## config.mk

```make
export PLATFORM = sky130hd
export DESIGN_NAME = control_unit
export DESIGN_NICKNAME = d
export VERILOG_FILES = /design/src/hw/cu_pkg.sv /design/src/hw/control_unit.sv /design/src/hw/cu_ctrl_rom.sv /design/src/hw/cu_decode.sv /design/src/hw/cu_seq.sv
export SDC_FILE = /design/constraint.sdc
export NUM_CORES = 1
export LEC_CHECK = 0
export BUFFER_PORTS_ARGS = -buffer_cell sky130_fd_sc_hd__buf_2
export CAP_MARGIN = 30
export CORE_MARGIN = 1
export CORE_UTILIZATION = 53
export CTS_BUF_LIST = sky130_fd_sc_hd__clkbuf_16
export CTS_CLUSTER_DIAMETER = 200
export DETAILED_ROUTE_END_ITERATION = 7
export PLACE_DENSITY = 0.82
export SYNTH_ARGS = -nofsm -noshare
export SYNTH_HDL_FRONTEND = slang
export SYNTH_HIERARCHICAL = 1
export SYNTH_SLANG_ARGS = --single-unit
```

## constraint.sdc

```tcl
create_clock -name clk -period 5.07 [get_ports clk]
set_clock_uncertainty 0.2 [all_clocks]
set_input_delay 0 -clock clk [delete_from_list [all_inputs] [get_ports clk]]
set_output_delay 0 -clock clk [all_outputs]
set_load 0.01 [all_outputs]
```

## src/hw/cu_pkg.sv

```systemverilog
// Shared definitions for the accumulator CPU control unit
// Instruction format, opcodes, sequencer phases and the control word
package cu_pkg;

    // ------------------------------
    // Instruction word
    // ------------------------------
    typedef struct packed {
        logic [7:0] opcode;  // Bits 15..8
        logic [7:0] addr;    // Operand address
    } instr_t;

    // Kept opcodes, everything else runs as a no-op
    localparam logic [7:0] OP_LDA = 8'h00;
    localparam logic [7:0] OP_STA = 8'h01;
    localparam logic [7:0] OP_ADD = 8'h10;
    localparam logic [7:0] OP_SUB = 8'h11;
    localparam logic [7:0] OP_BUN = 8'h20;  // Unconditional jump

    typedef enum logic [2:0] {
        CLS_NOP,
        CLS_LDA,
        CLS_STA,
        CLS_ADD,
        CLS_SUB,
        CLS_BUN
    } op_class_t;

    // ------------------------------
    // Sequencer
    // ------------------------------
    typedef enum logic [1:0] {
        PH_FETCH,
        PH_DECODE,
        PH_EXEC
    } phase_t;

    localparam int STEP_W = 3;

    localparam logic [STEP_W-1:0] FETCH_STEPS = 3'd3;
    localparam logic [STEP_W-1:0] LEN_LDA     = 3'd4;
    localparam logic [STEP_W-1:0] LEN_STA     = 3'd4;
    localparam logic [STEP_W-1:0] LEN_ADD     = 3'd5;
    localparam logic [STEP_W-1:0] LEN_SUB     = 3'd5;
    localparam logic [STEP_W-1:0] LEN_BUN     = 3'd2;
    localparam logic [STEP_W-1:0] LEN_NOP     = 3'd0;  // Skip execute

    // ------------------------------
    // Control word
    // ------------------------------
    typedef enum logic [1:0] {
        BUS_IR_ADDR = 2'b00,  // Address field of IR
        BUS_AC      = 2'b01,
        BUS_MEM     = 2'b10,
        BUS_PC      = 2'b11
    } bus_src_t;

    typedef enum logic [1:0] {
        ALU_PASS,
        ALU_ADD,
        ALU_SUB
    } alu_op_t;

    typedef struct packed {
        logic     ar_load;
        logic     dr_load;
        logic     ac_load;
        logic     ir_load;
        logic     pc_inc;
        logic     pc_load;
        logic     write_en;
        bus_src_t bus_sel;
        alu_op_t  alu_sel;
    } ctrl_word_t;

    localparam ctrl_word_t CTRL_IDLE = '0;

endpackage

```

## src/hw/control_unit.sv

```systemverilog
// Multicycle controller of the accumulator CPU
// Decoder, sequencer and registered control-word stage
module control_unit (
    input  logic                 clk,
    input  logic                 reset,
    input  cu_pkg::instr_t       ir,         // From the datapath IR
    input  logic                 mem_ready,
    output cu_pkg::ctrl_word_t   ctrl
);

    cu_pkg::op_class_t            op_class;
    logic [cu_pkg::STEP_W-1:0]    exec_len;
    cu_pkg::phase_t               phase;
    logic [cu_pkg::STEP_W-1:0]    step;

    cu_decode decode_i (
        .ir       (ir),
        .op_class (op_class),
        .exec_len (exec_len)
    );

    cu_seq seq_i (
        .clk       (clk),
        .reset     (reset),
        .mem_ready (mem_ready),
        .exec_len  (exec_len),
        .phase     (phase),
        .step      (step)
    );

    cu_ctrl_rom rom_i (
        .clk       (clk),
        .reset     (reset),
        .phase     (phase),
        .step      (step),
        .op_class  (op_class),
        .mem_ready (mem_ready),
        .ctrl      (ctrl)
    );

endmodule

```

## src/hw/cu_ctrl_rom.sv

```systemverilog
// Control word table
// Looks up the word for phase, class and step and registers it onto ctrl
module cu_ctrl_rom (
    input  logic                        clk,
    input  logic                        reset,
    input  cu_pkg::phase_t              phase,
    input  logic [cu_pkg::STEP_W-1:0]   step,
    input  cu_pkg::op_class_t           op_class,
    input  logic                        mem_ready,
    output cu_pkg::ctrl_word_t          ctrl
);

    cu_pkg::ctrl_word_t word;

    // ------------------------------
    // Table lookup
    // ------------------------------
    always_comb begin
        word = cu_pkg::CTRL_IDLE;

        case (phase)
            cu_pkg::PH_FETCH: begin
                case (step)
                    3'd0: begin
                        word.bus_sel = cu_pkg::BUS_PC;  // AR <- PC
                        word.ar_load = 1'b1;
                    end
                    3'd1: word.pc_inc = 1'b1;
                    3'd2: begin
                        // IR load only once memory data is valid
                        if (mem_ready) begin
                            word.bus_sel = cu_pkg::BUS_MEM;
                            word.ir_load = 1'b1;
                        end
                    end
                    default: word = cu_pkg::CTRL_IDLE;
                endcase
            end

            cu_pkg::PH_EXEC: begin
                case (op_class)
                    cu_pkg::CLS_LDA, cu_pkg::CLS_ADD, cu_pkg::CLS_SUB: begin
                        // Same operand fetch, they differ in the ALU op
                        case (step)
                            3'd0: begin
                                word.bus_sel = cu_pkg::BUS_IR_ADDR;
                                word.ar_load = 1'b1;
                            end
                            3'd2: begin
                                word.bus_sel = cu_pkg::BUS_MEM;  // DR <- M[AR]
                                word.dr_load = 1'b1;
                            end
                            3'd3: begin
                                word.ac_load = 1'b1;
                                if (op_class == cu_pkg::CLS_LDA) begin
                                    word.alu_sel = cu_pkg::ALU_PASS;
                                end else if (op_class == cu_pkg::CLS_SUB) begin
                                    word.alu_sel = cu_pkg::ALU_SUB;
                                end else begin
                                    word.alu_sel = cu_pkg::ALU_ADD;
                                end
                            end
                            default: word = cu_pkg::CTRL_IDLE;  // Steps 1 and 4
                        endcase
                    end

                    cu_pkg::CLS_STA: begin
                        case (step)
                            3'd0: begin
                                word.bus_sel = cu_pkg::BUS_IR_ADDR;
                                word.ar_load = 1'b1;
                            end
                            3'd1: begin
                                word.bus_sel = cu_pkg::BUS_AC;  // DR <- AC
                                word.dr_load = 1'b1;
                            end
                            3'd2: word.write_en = 1'b1;
                            default: word = cu_pkg::CTRL_IDLE;
                        endcase
                    end

                    cu_pkg::CLS_BUN: begin
                        if (step == 3'd0) begin
                            word.bus_sel = cu_pkg::BUS_IR_ADDR;  // PC <- target
                            word.pc_load = 1'b1;
                        end
                    end

                    default: word = cu_pkg::CTRL_IDLE;
                endcase
            end

            default: word = cu_pkg::CTRL_IDLE;  // Decode cycle
        endcase
    end

    // Output register, one cycle behind the sequencer
    always_ff @(posedge clk or posedge reset) begin
        if (reset) begin
            ctrl <= cu_pkg::CTRL_IDLE;
        end else begin
            ctrl <= word;
        end
    end

endmodule

```

## src/hw/cu_decode.sv

```systemverilog
// Opcode decoder
// Maps the IR opcode field to an operation class and execute length
module cu_decode (
    input  cu_pkg::instr_t              ir,
    output cu_pkg::op_class_t           op_class,
    output logic [cu_pkg::STEP_W-1:0]   exec_len
);

    always_comb begin
        // Only the 8-bit opcode field takes part, the address is ignored
        case (ir.opcode)
            cu_pkg::OP_LDA: begin
                op_class = cu_pkg::CLS_LDA;
                exec_len = cu_pkg::LEN_LDA;
            end
            cu_pkg::OP_STA: begin
                op_class = cu_pkg::CLS_STA;
                exec_len = cu_pkg::LEN_STA;
            end
            cu_pkg::OP_ADD: begin
                op_class = cu_pkg::CLS_ADD;
                exec_len = cu_pkg::LEN_ADD;
            end
            cu_pkg::OP_SUB: begin
                op_class = cu_pkg::CLS_SUB;
                exec_len = cu_pkg::LEN_SUB;
            end
            cu_pkg::OP_BUN: begin
                op_class = cu_pkg::CLS_BUN;
                exec_len = cu_pkg::LEN_BUN;
            end
            default: begin
                // Unknown opcode, decode returns straight to fetch
                op_class = cu_pkg::CLS_NOP;
                exec_len = cu_pkg::LEN_NOP;
            end
        endcase
    end

endmodule

```

## src/hw/cu_seq.sv

```systemverilog
// Instruction sequencer
// Phase and step counter through fetch, decode and execute
module cu_seq (
    input  logic                        clk,
    input  logic                        reset,
    input  logic                        mem_ready,
    input  logic [cu_pkg::STEP_W-1:0]   exec_len,
    output cu_pkg::phase_t              phase,
    output logic [cu_pkg::STEP_W-1:0]   step
);

    cu_pkg::phase_t              phase_next;
    logic [cu_pkg::STEP_W-1:0]   step_next;
    logic [cu_pkg::STEP_W-1:0]   step_inc;
    logic                        fetch_last;
    logic                        exec_last;

    assign step_inc   = step + 1'b1;
    assign fetch_last = (step_inc == cu_pkg::FETCH_STEPS);
    assign exec_last  = (step_inc == exec_len);

    // ------------------------------
    // Next state
    // ------------------------------
    always_comb begin
        phase_next = phase;
        step_next  = step_inc;

        case (phase)
            cu_pkg::PH_FETCH: begin
                if (fetch_last) begin
                    if (mem_ready) begin
                        phase_next = cu_pkg::PH_DECODE;
                        step_next  = '0;
                    end else begin
                        step_next = step;  // Hold until memory answers
                    end
                end
            end

            cu_pkg::PH_DECODE: begin
                step_next = '0;
                if (exec_len == '0) begin
                    phase_next = cu_pkg::PH_FETCH;  // No-op, nothing to execute
                end else begin
                    phase_next = cu_pkg::PH_EXEC;
                end
            end

            cu_pkg::PH_EXEC: begin
                if (exec_last) begin
                    phase_next = cu_pkg::PH_FETCH;
                    step_next  = '0;
                end
            end

            default: begin
                // Unused phase code, recover into fetch
                phase_next = cu_pkg::PH_FETCH;
                step_next  = '0;
            end
        endcase
    end

    // ------------------------------
    // State registers
    // ------------------------------
    always_ff @(posedge clk or posedge reset) begin
        if (reset) begin
            phase <= cu_pkg::PH_FETCH;
            step  <= '0;
        end else begin
            phase <= phase_next;
            step  <= step_next;
        end
    end

endmodule

```

==> Word level (Yosys, flattened, before mapping) <==
Index checks and enable logic that the tools add are counted.
{ "op_classes": {"addsub": 1, "eq_ne": 20, "n_mux": 30, "reduce_logical": 8} }
{ "ops": {"columns": ["op", "n"], "rows": [
  ["11-bit case mux with 2 select lines", 1],
  ["2-bit 2-to-1 mux", 10],
  ["8-bit by 5-bit == test with 1-bit output, second input constant", 2],
  ["3-bit by 2-bit == test with 1-bit output, second input constant", 5],
  ["3-bit case mux with 5 select lines", 1],
  ["5-bit case mux with 2 select lines", 1],
  ["1-bit 2-to-1 mux", 9],
  ["3-bit 2-to-1 mux", 3],
  ["3-bit case mux with 3 select lines", 1],
  ["8-bit by 1-bit == test with 1-bit output, second input constant", 1],
  ["8-bit by 6-bit == test with 1-bit output, second input constant", 1],
  ["8-bit zero test", 1],
  ["2-bit case mux with 2 select lines", 2],
  ["3-bit by 1-bit == test with 1-bit output, second input constant", 2],
  ["3-bit == test, second input constant", 2],
  ["3-bit zero test", 2],
  ["2-bit != test, second input constant", 3],
  ["2-bit case mux with 3 select lines", 1],
  ["3-bit case mux with 2 select lines", 1],
  ["2-bit OR reduction", 2],
  ["3-bit by 1-bit adder with 3-bit output, second input constant", 1],
  ["3-bit == test", 1],
  ["3-bit != test, second input constant", 1],
  ["3-bit AND reduction", 1],
  ["other kinds (4)", 4]
]} }
{ "totals": {"ff_bits": 16, "inputBits": 19, "output_inout_bits": 11, "wordCells": 70} }

==> Depth between registers and ports, before layout <==
Gate-level depths: netlist (run 1).
{ "logic_depth": {"depth_word": 8, "ltp_mapped": 6, "mapped_depth_nobuf": 5} }

==> Hierarchy <==
Netlist (run 1), hierarchy kept.
{ "modules_own_cells": {"columns": ["mod", "n_inst", "cells_each", "area_per_inst_um2", "seq_area_each_um2"], "rows": [
  ["cu_ctrl_rom", 1, 41, 499.2, 275.3],
  ["cu_seq", 1, 32, 364.1, 125.1],
  ["cu_decode", 1, 12, 103.8, 0.0]
]} }

==> Worst setup path before layout (run 1) <==
OpenSTA, ideal clock, no wires.
{ "synth_timing": {"kind": "input -> register", "startpoint": "input ir[11] (netlist bit)", "endpoint": "register seq_i.phase[1]", "setup_time_ns": 0.134, "t_arrival_ns": 1.632, "t_required_ns": 4.736, "path_slack_ns": 3.104, "path_stages": 6, "n_path_buf": 1, "cell_sequence": "or4_1 -> buf_2 -> nor3_1 -> xor3_2 -> nor4b_2 -> o22ai_1"} }
{ "synth_between": {"elab_chain_cells": 6, "word_cells_on_any_way": 14, "classes_between": "6 x eq/ne; 3 x mux; 5 x reduce/logical"} }
{ "synth_rtl": {"columns": ["item", "line", "rtl"], "rows": [
  ["start, declared", "control_unit.sv:6", "input cu_pkg::instr_t ir,"],
  ["8-bit by 5-bit == test with 1-bit output (tied with other cells)", "cu_decode.sv:11", "case (ir.opcode)"],
  ["2-bit OR reduction (no line)", null, null],
  ["3-bit case mux with 3 select lines *", "cu_decode.sv:11", null],
  ["via exec_len (one bit)", "control_unit.sv:12", "logic [cu_pkg::STEP_W-1:0] exec_len;"],
  ["3-bit == test or 3-bit zero test (tied branches)", "cu_seq.sv:20, cu_seq.sv:43", null],
  ["2-bit != test (no line) or 2-bit 2-to-1 mux (tied branches)", null, null],
  ["3-bit AND reduction (no line) or 2-bit case mux with 3 select lines (tied branches)", null, null],
  ["end signal, assigned", "cu_seq.sv:70", "phase <= cu_pkg::PH_FETCH;"],
  ["end signal, assigned", "cu_seq.sv:73", "phase <= phase_next;"],
  ["end, declared", "cu_seq.sv:8", "output cu_pkg::phase_t phase,"]
]} }
Mark *: on every way through the listed nets, which the timed path passes. The rest lies on a longest branch.
A chain may end at the register's enable or synchronous reset.

==> results of run 1 <==
cell type report:
type,instances,area [um2]
Clock buffer,3,75.1
Inverter,5,18.8
Tap cell,25,31.3
Fill cell,138,528
Clock inverter,1,3.75
Sequential cell,16,400
Timing Repair Buffer,25,145
Multi-Input combinational cell,61,524
stage by stage:
stage / std cells / power [W]
after floorplan: 85 / 0.000382
after global placement: 128 / 0.000419
after detailed placement: 128 / 0.000429
after CTS: 136 / 0.000583
after global routing: 136 / 0.000617
final: 136 / 0.000581
synthesized netlist by cell type, drive strengths merged:
| cell | n | area (um2) |
|---|---|---|
| dfrtp | 16 | 400 |
| inv | 5 | 18.8 |
| nor2 | 5 | 21.3 |
| nor3 | 5 | 25.0 |
| nand2 | 4 | 15.0 |
| xnor2 | 4 | 50.1 |
| buf | 3 | 23.8 |
| nand4b | 3 | 26.3 |
| nor4b | 3 | 47.5 |
| a21o | 2 | 15.0 |
| ha | 2 | 25.0 |
| nor2b | 2 | 12.5 |
| nor3b | 2 | 20.0 |
| nor4 | 2 | 25.0 |
| nor4bb | 2 | 20.0 |
| o31ai | 2 | 15.0 |
| o41ai | 2 | 17.5 |
| or3b | 2 | 17.5 |
| a211oi | 1 | 7.51 |
| a21boi | 1 | 7.51 |
| a21oi | 1 | 5.00 |
| a2bb2oi | 1 | 8.76 |
| a311oi | 1 | 15.0 |
| and3 | 1 | 6.26 |
| and3b | 1 | 8.76 |
| mux2 | 1 | 11.3 |
| nand3 | 1 | 5.00 |
| nand3b | 1 | 7.51 |
| nand4 | 1 | 6.26 |
| nand4bb | 1 | 11.3 |
| o211ai | 1 | 7.51 |
| o22ai | 1 | 6.26 |
| o311a | 1 | 10.0 |
| o32ai | 1 | 8.76 |
| or3 | 1 | 6.26 |
| or4 | 1 | 7.51 |
| xor3 | 1 | 25.0 |
registers in the layout, indices dropped and copies added, names as in the netlist:
| name | flops |
|---|---|
| seq_i/phase | 2 |
| seq_i/step | 3 |
| rom_i/ctrl | 11 |
worst max path at each step:
stage	to	start	slack [ns]	depth (start not counted)
detailed placement	seq_i/phase[1]	ir[11]	2.73	6
finish	rom_i/ctrl[10]	ir[13]	2.77	7
global route	rom_i/ctrl[10]	ir[13]	2.57	7
CTS	rom_i/ctrl[10]	ir[13]	2.76	7
global placement	seq_i/phase[1]	ir[11]	2.81	6
floorplan	seq_i/phase[1]	ir[11]	3.10	6
cells in the final DEF (no fill, tap or decap), types with 2 or more instances in the layout:
cell	instances
a21o_1	2
buf_2	21
clkbuf_16	3
dfrtp_1	16
dlygate4sd3_1	4
ha_1	2
inv_1	5
nand2_1	4
nand4b_1	3
nor2_1	4
nor2b_1	2
nor3_1	5
nor4_2	2
nor4bb_1	2
o31ai_1	2
o41ai_1	2
or3b_1	2
xnor2_1	2
xnor2_2	2
per-layer routing:
metal / global-route usage (%) / vias to the layer above
li1: - / 380
met1: 26.4 / 377
met2: 35.9 / 28
met3: 2.40 / 2
met4: 9.09 / 0
met5: 0 / -
report_power, final:
| group | internal (W) | switching [W] |
|---|---|---|
| registers | 0.000159 | 0.0000553 |
| logic | 0.000117 | 0.000102 |
| clock network | 0.000104 | 0.0000429 |
what timing repair did:
| action | in CTS | in global routing |
|---|---|---|
| setup endpoints to repair | 0 | 0 |
| resized for setup | 0 | 0 |
| hold endpoints to repair | 22 | 0 |
| hold buffers | 4 | 0 |
critical path, delay by kind of cell:
family	cells	cell delay [ns]
simple gates	3	0.82
compound gates	2	0.73
buf+inv	2	0.69
cells by family (layout without fill, tap and decap cells):
logic type | count (synthesis) | in the layout | synth area share, %
buf+inv | 8 | 34 | 4.40
flops | 16 | 16 | 41.4
fa+ha+maj | 2 | 2 | 2.59
xor+xnor | 5 | 5 | 7.76
compound gates | 15 | 15 | 12.8
simple gates | 38 | 38 | 29.9
mux | 1 | 1 | 1.16
==> results.cfg, run 1 <==
[critical_path]
worstPathArrival_ns = 2.25
r2r_setup_slack_ns = 2.85
r2r-end = seq_i/phase[1]
critPathSlowestCell = dlygate4sd3_1
worstSetupEndpointType = register
critPathMaxStageDelay_ns = 0.52
start_kind = primary input
crit_chain = dlygate4sd3_1, buf_2, or3b_1, a211oi_1, nor3b_2, nor2_2, a311oi_2
cp_max_fo = 6
rr_worst_depth = 4
rr_startpoint = seq_i/step[1]
critical_path_class = in -> reg
cp.required_ns = 5.02

[global_route]
grt_pass1_vias = 718
grt_use_total_pct = 20.8
grt_pass1_wl_um = 3070
antenna_found_initial = 0
grt_max_degree = 18
grt_overflow = 0

[detailed_routing]
drc = 0
routed_wl_um = 1850
drt_iter0_markers = 12
post_drt_wl_per_cell_um = 13.6
via_per_inst = 5.79
met3_wirelength_um = 66
drt-pass1-iter-count = 4
vias = 787
final_antenna_net_count = 0
wl_met1_um = 831
met2_length_um = 938
highest_layer = met4

[cells_and_area]
layout-drive-gt1-share_pct = 31.5
synthToLayoutAreaGrowth_pct = 23.9
fin_util_pct = 69.4
antennaDiodeCount = 0
nets = 133
finalInstanceArea_um2 = 1200

[sta]
rsz0062_at_grt = no
final.setup.tns_ns = 0
slew_headroom_pct = 62.2
fin_ws_ns = 2.77
worst_slew_pin_slew_ns = 0.562
fmax_mhz = 435
finalMaxSlewViolations = 0
fin_crit_sh_pct = 45.4
holdWs_ns = 0.0159
finalSetupViolations = 0
hold_viol = 0
finalCriticalPeriod_ns = 2.30

[synthesis]
synth_warnings = 6
synth-seq-cells = 16
synth_cells = 85
syn_area_um2 = 967
yosysSeqAreaShare_pct = 41.4
syn-num-nets = 106
ys_types = 44
syn_area_per_cell_um2 = 11.4

[clocking]
cts_num_sinks = 16
clock_latency_ns = 0.24
htreeDepth = 1
cts_buffers = 3
cts-root-buf = clkbuf_16
post-cts-setup-buffer-count = 0
clockBufferDepth = 2
clk_pin_slew_ns = 0.05
cts_tree = built

[floorplanning]
die_area_um2 = 2000
start_util_pct = 56.0
row_count = 15
die_x_um = 44.7
io_pins = 30
fp.dieH_um = 44.7
core_area_um2 = 1730

[placement]
place_congestion = 0.748
place_ws_ns = 2.73
port_buffers = 21
postPlaceCellArea_um2 = 1080
post-dp-hpwl_um = 1330

[power]
leakagePower_nw = 0.543
peakVddDrop_v = 0.000313
power.density_nw_per_um2 = 484

[hold_path]
min_path_type = in -> async

[status]
status = finished, final reports clean

[run]
drv_cap = 0
Power figures use the tool's default switching activity.
==> inputs of run 2 (changes only) <==
--- a/config.mk
+++ b/config.mk
@@ -5,14 +5,15 @@
 export SDC_FILE = /design/constraint.sdc
 export NUM_CORES = 1
 export LEC_CHECK = 0
+export ABC_AREA = 1
 export BUFFER_PORTS_ARGS = -buffer_cell sky130_fd_sc_hd__buf_2
 export CAP_MARGIN = 30
 export CORE_MARGIN = 1
-export CORE_UTILIZATION = 53
+export CORE_UTILIZATION = 50
 export CTS_BUF_LIST = sky130_fd_sc_hd__clkbuf_16
 export CTS_CLUSTER_DIAMETER = 200
 export DETAILED_ROUTE_END_ITERATION = 7
-export PLACE_DENSITY = 0.82
+export PLACE_DENSITY = 0.78
 export SYNTH_ARGS = -nofsm -noshare
 export SYNTH_HDL_FRONTEND = slang
 export SYNTH_HIERARCHICAL = 1
==> constraint.sdc (replaced) <==
create_clock -name clk -period 2.41 [get_ports clk]
set_clock_uncertainty 0.2 [all_clocks]
set_input_delay 0 -clock clk [delete_from_list [all_inputs] [get_ports clk]]
set_output_delay 0 -clock clk [all_outputs]
set_load 0.01 [all_outputs]
==> run 2 against run 1 <==
  * Die area grew 8.3%
  * Combinational power rose by 95%
  * Sequential power grew 90%
  * Clock-buffer cell count is the same
  * Final area is 4.6% higher
  * First-iteration DRC count up 67%
  * Synthesized cell count grew 68%
  * Routed wire length rose by 0.32%
  * Sequential share of layout area fell by 1.5 points
  * Flip-flop and latch count did not move
  * Register-to-register slack worse by 2.3 ns
  * Clock power up 100%
  * Critical path type unchanged
  * Highest routed layer unchanged
==> results.cfg, run 2 <==
[sta]
final.setup.tns_ns = 0
rsz0062_at_grt = no
finalMaxSlewViolations = 0
worst_slew_pin_slew_ns = 0.451
slew_headroom_pct = 69.7
hold_viol = 0
fin_crit_sh_pct = 78.7
finalCriticalPeriod_ns = 1.90
finalSetupViolations = 0
fmax_mhz = 527

[clocking]
clockBufferDepth = 2
cts_buffers = 3
clock_latency_ns = 0.24
htreeDepth = 1
cts_num_sinks = 16
clk_pin_slew_ns = 0.04
cts-root-buf = clkbuf_16
cts_tree = built
post_cts_resized = 0

[detailed_routing]
met3_wirelength_um = 75
via_per_inst = 4.77
post_drt_wl_per_cell_um = 9.42
drc = 0
met2_length_um = 941
wl_met1_um = 821
vias = 940
routed_wl_um = 1860
drt-pass1-iter-count = 4
highest_layer = met4
drt_iter0_markers = 20
final_antenna_net_count = 0

[global_route]
grt_max_degree = 12
grt_pass1_vias = 817
grt_pass1_wl_um = 3190
grt_use_total_pct = 21.3
grt_overflow = 0
antenna_found_initial = 0

[cells_and_area]
antennaDiodeCount = 0
final_cell_mix = 32 x nand2_1, 26 x inv_1, 24 x nor2_1
top_regs = rom_i/ctrl x11, seq_i/step x3, seq_i/phase x2
layout-drive-gt1-share_pct = 23.8
largest_reg_flops = 11
fin_cells = 197
top_register = rom_i/ctrl
layout_commonest_cell = nand2_1
nets = 195
synthToLayoutAreaGrowth_pct = 26.4

[hold_path]
min_path_type = in -> reg

[placement]
place_congestion = 0.830
post-dp-hpwl_um = 1410
port_buffers = 21
post-place-cells = 189

[synthesis]
syn_area_per_cell_um2 = 6.94
synth-seq-cells = 16
synth_edf_count = 0
synth_area_leader_cell = dfrtp_1
yosys-top-cells-count = 32 x nand2_1, 26 x inv_1, 24 x nor2_1
synth_cells = 143
synth_warnings = 6
yosysSeqAreaShare_pct = 40.4
syn-num-nets = 164
async_flop_share_pct = 100
synth.area.top_cells = dfrtp_1 40%, nand2_1 12%, inv_1 9.8%, nand3_1 9.6%, nor2_1 9.1%
ys_types = 19
ys.flop_type = dfrtp_1
yosys.cell_count.top_type = nand2_1
syn_area_um2 = 992
synth_top_area_share_pct = 40.4

[run]
drv_cap = 0

[critical_path]
critical_path_class = in -> reg
cp.required_ns = 2.38
worstPathArrival_ns = 1.87
cp_max_fo = 4
worstSetupEndpointType = register
start_kind = primary input

[floorplanning]
die_x_um = 46.5
io_pins = 30
core_area_um2 = 1800
start_util_pct = 55.1
row_count = 15
fp.dieH_um = 46.5
die_area_um2 = 2170

[power]
peakVddDrop_v = 0.000609
leakagePower_nw = 0.696
power.density_nw_per_um2 = 906

[status]
status = finished, final reports clean
## run 2: changes by cell type after synthesis, moves of 3 or more
| cell | previous run | this run |
|---|---|---|
| nand2_1 | 4 | 32 |
| nor3_1 | 5 | 2 |
| nand4b_1 | 3 | 0 |
| nor2_1 | 4 | 24 |
| nor2_2 | 1 | 5 |
| nand2_2 | 0 | 5 |
| nand3_1 | 1 | 19 |
| inv_1 | 5 | 26 |
## run 2: final timing paths
check / from / endpoint / slack, ns / cells past startpoint
max: ir[12] / rom_i/ctrl[0] / 0.51 / 6
min: ir[13] / rom_i/ctrl[5] / 0.04 / 5
max reg2reg: seq_i/step[0] / seq_i/step[0] / 0.60 / 9
min reg2reg: seq_i/phase[1] / rom_i/ctrl[6] / 0.43 / 1
max in group asynchronous: reset / seq_i/step[0] / 1.28 / 4
min in group asynchronous: reset / rom_i/ctrl[2] / 0.11 / 3
## run 2: logic make-up after synthesis
group / Yosys count / share of synthesized area (%)
compound gates: 4 / 3.15
buf+inv: 28 / 10.6
simple gates: 93 / 43.4
flops: 16 / 40.4
fa+ha+maj: 2 / 2.52
## run 2: power breakdown
part           internal [W]  switching [W]
combinational      0.000162       0.000264
sequential         0.000332      0.0000766
clock              0.000216      0.0000849
total              0.000710       0.000426
## run 2: routing by layer
metal,track usage (%),vias up
met5,0,-
met4,10.0,0
met3,6.67,2
met2,35.8,28
met1,24.0,412
li1,-,498
## run 2: through the flow
step / util, % / setup slack [ns] / total power [W] / hold slack (ns) / instance area, um2
finish: 69.6 / 0.514 / 0.00114 / 0.0397 / 1250
global route: 69.6 / 0.367 / 0.00124 / 0.0682 / 1250
CTS: 69.6 / 0.535 / 0.00114 / 0.0313 / 1250
detailed placement: 62.6 / 0.613 / 0.000831 / -0.296 / 1130
global placement: 62.6 / 0.668 / 0.000815 / -0.297 / 1130
floorplan: - / 0.808 / 0.000721 / -0.421 / 992
## run 2: layout make-up
type	count	area, um2
Tap cell	25	31.3
Multi-Input combinational cell	99	487
Sequential cell	16	400
Clock buffer	3	75.1
Inverter	28	105
Timing Repair Buffer	26	155
Fill cell	143	548
## run 2: timing repair
action / 4_1_cts / 5_1_grt
endpoints found under the hold margin: 23 / 0
hold buffers: 5 / 0
buffers inserted: 0 / 0
## run 2: critical path, cell delays in order
cell and delay [ns]:
dlygate4sd3_1 0.54, buf_2 0.14, a211oi_1 0.40, dlygate4sd3_1 0.62, nand3_1 0.07, nor2_1 0.10
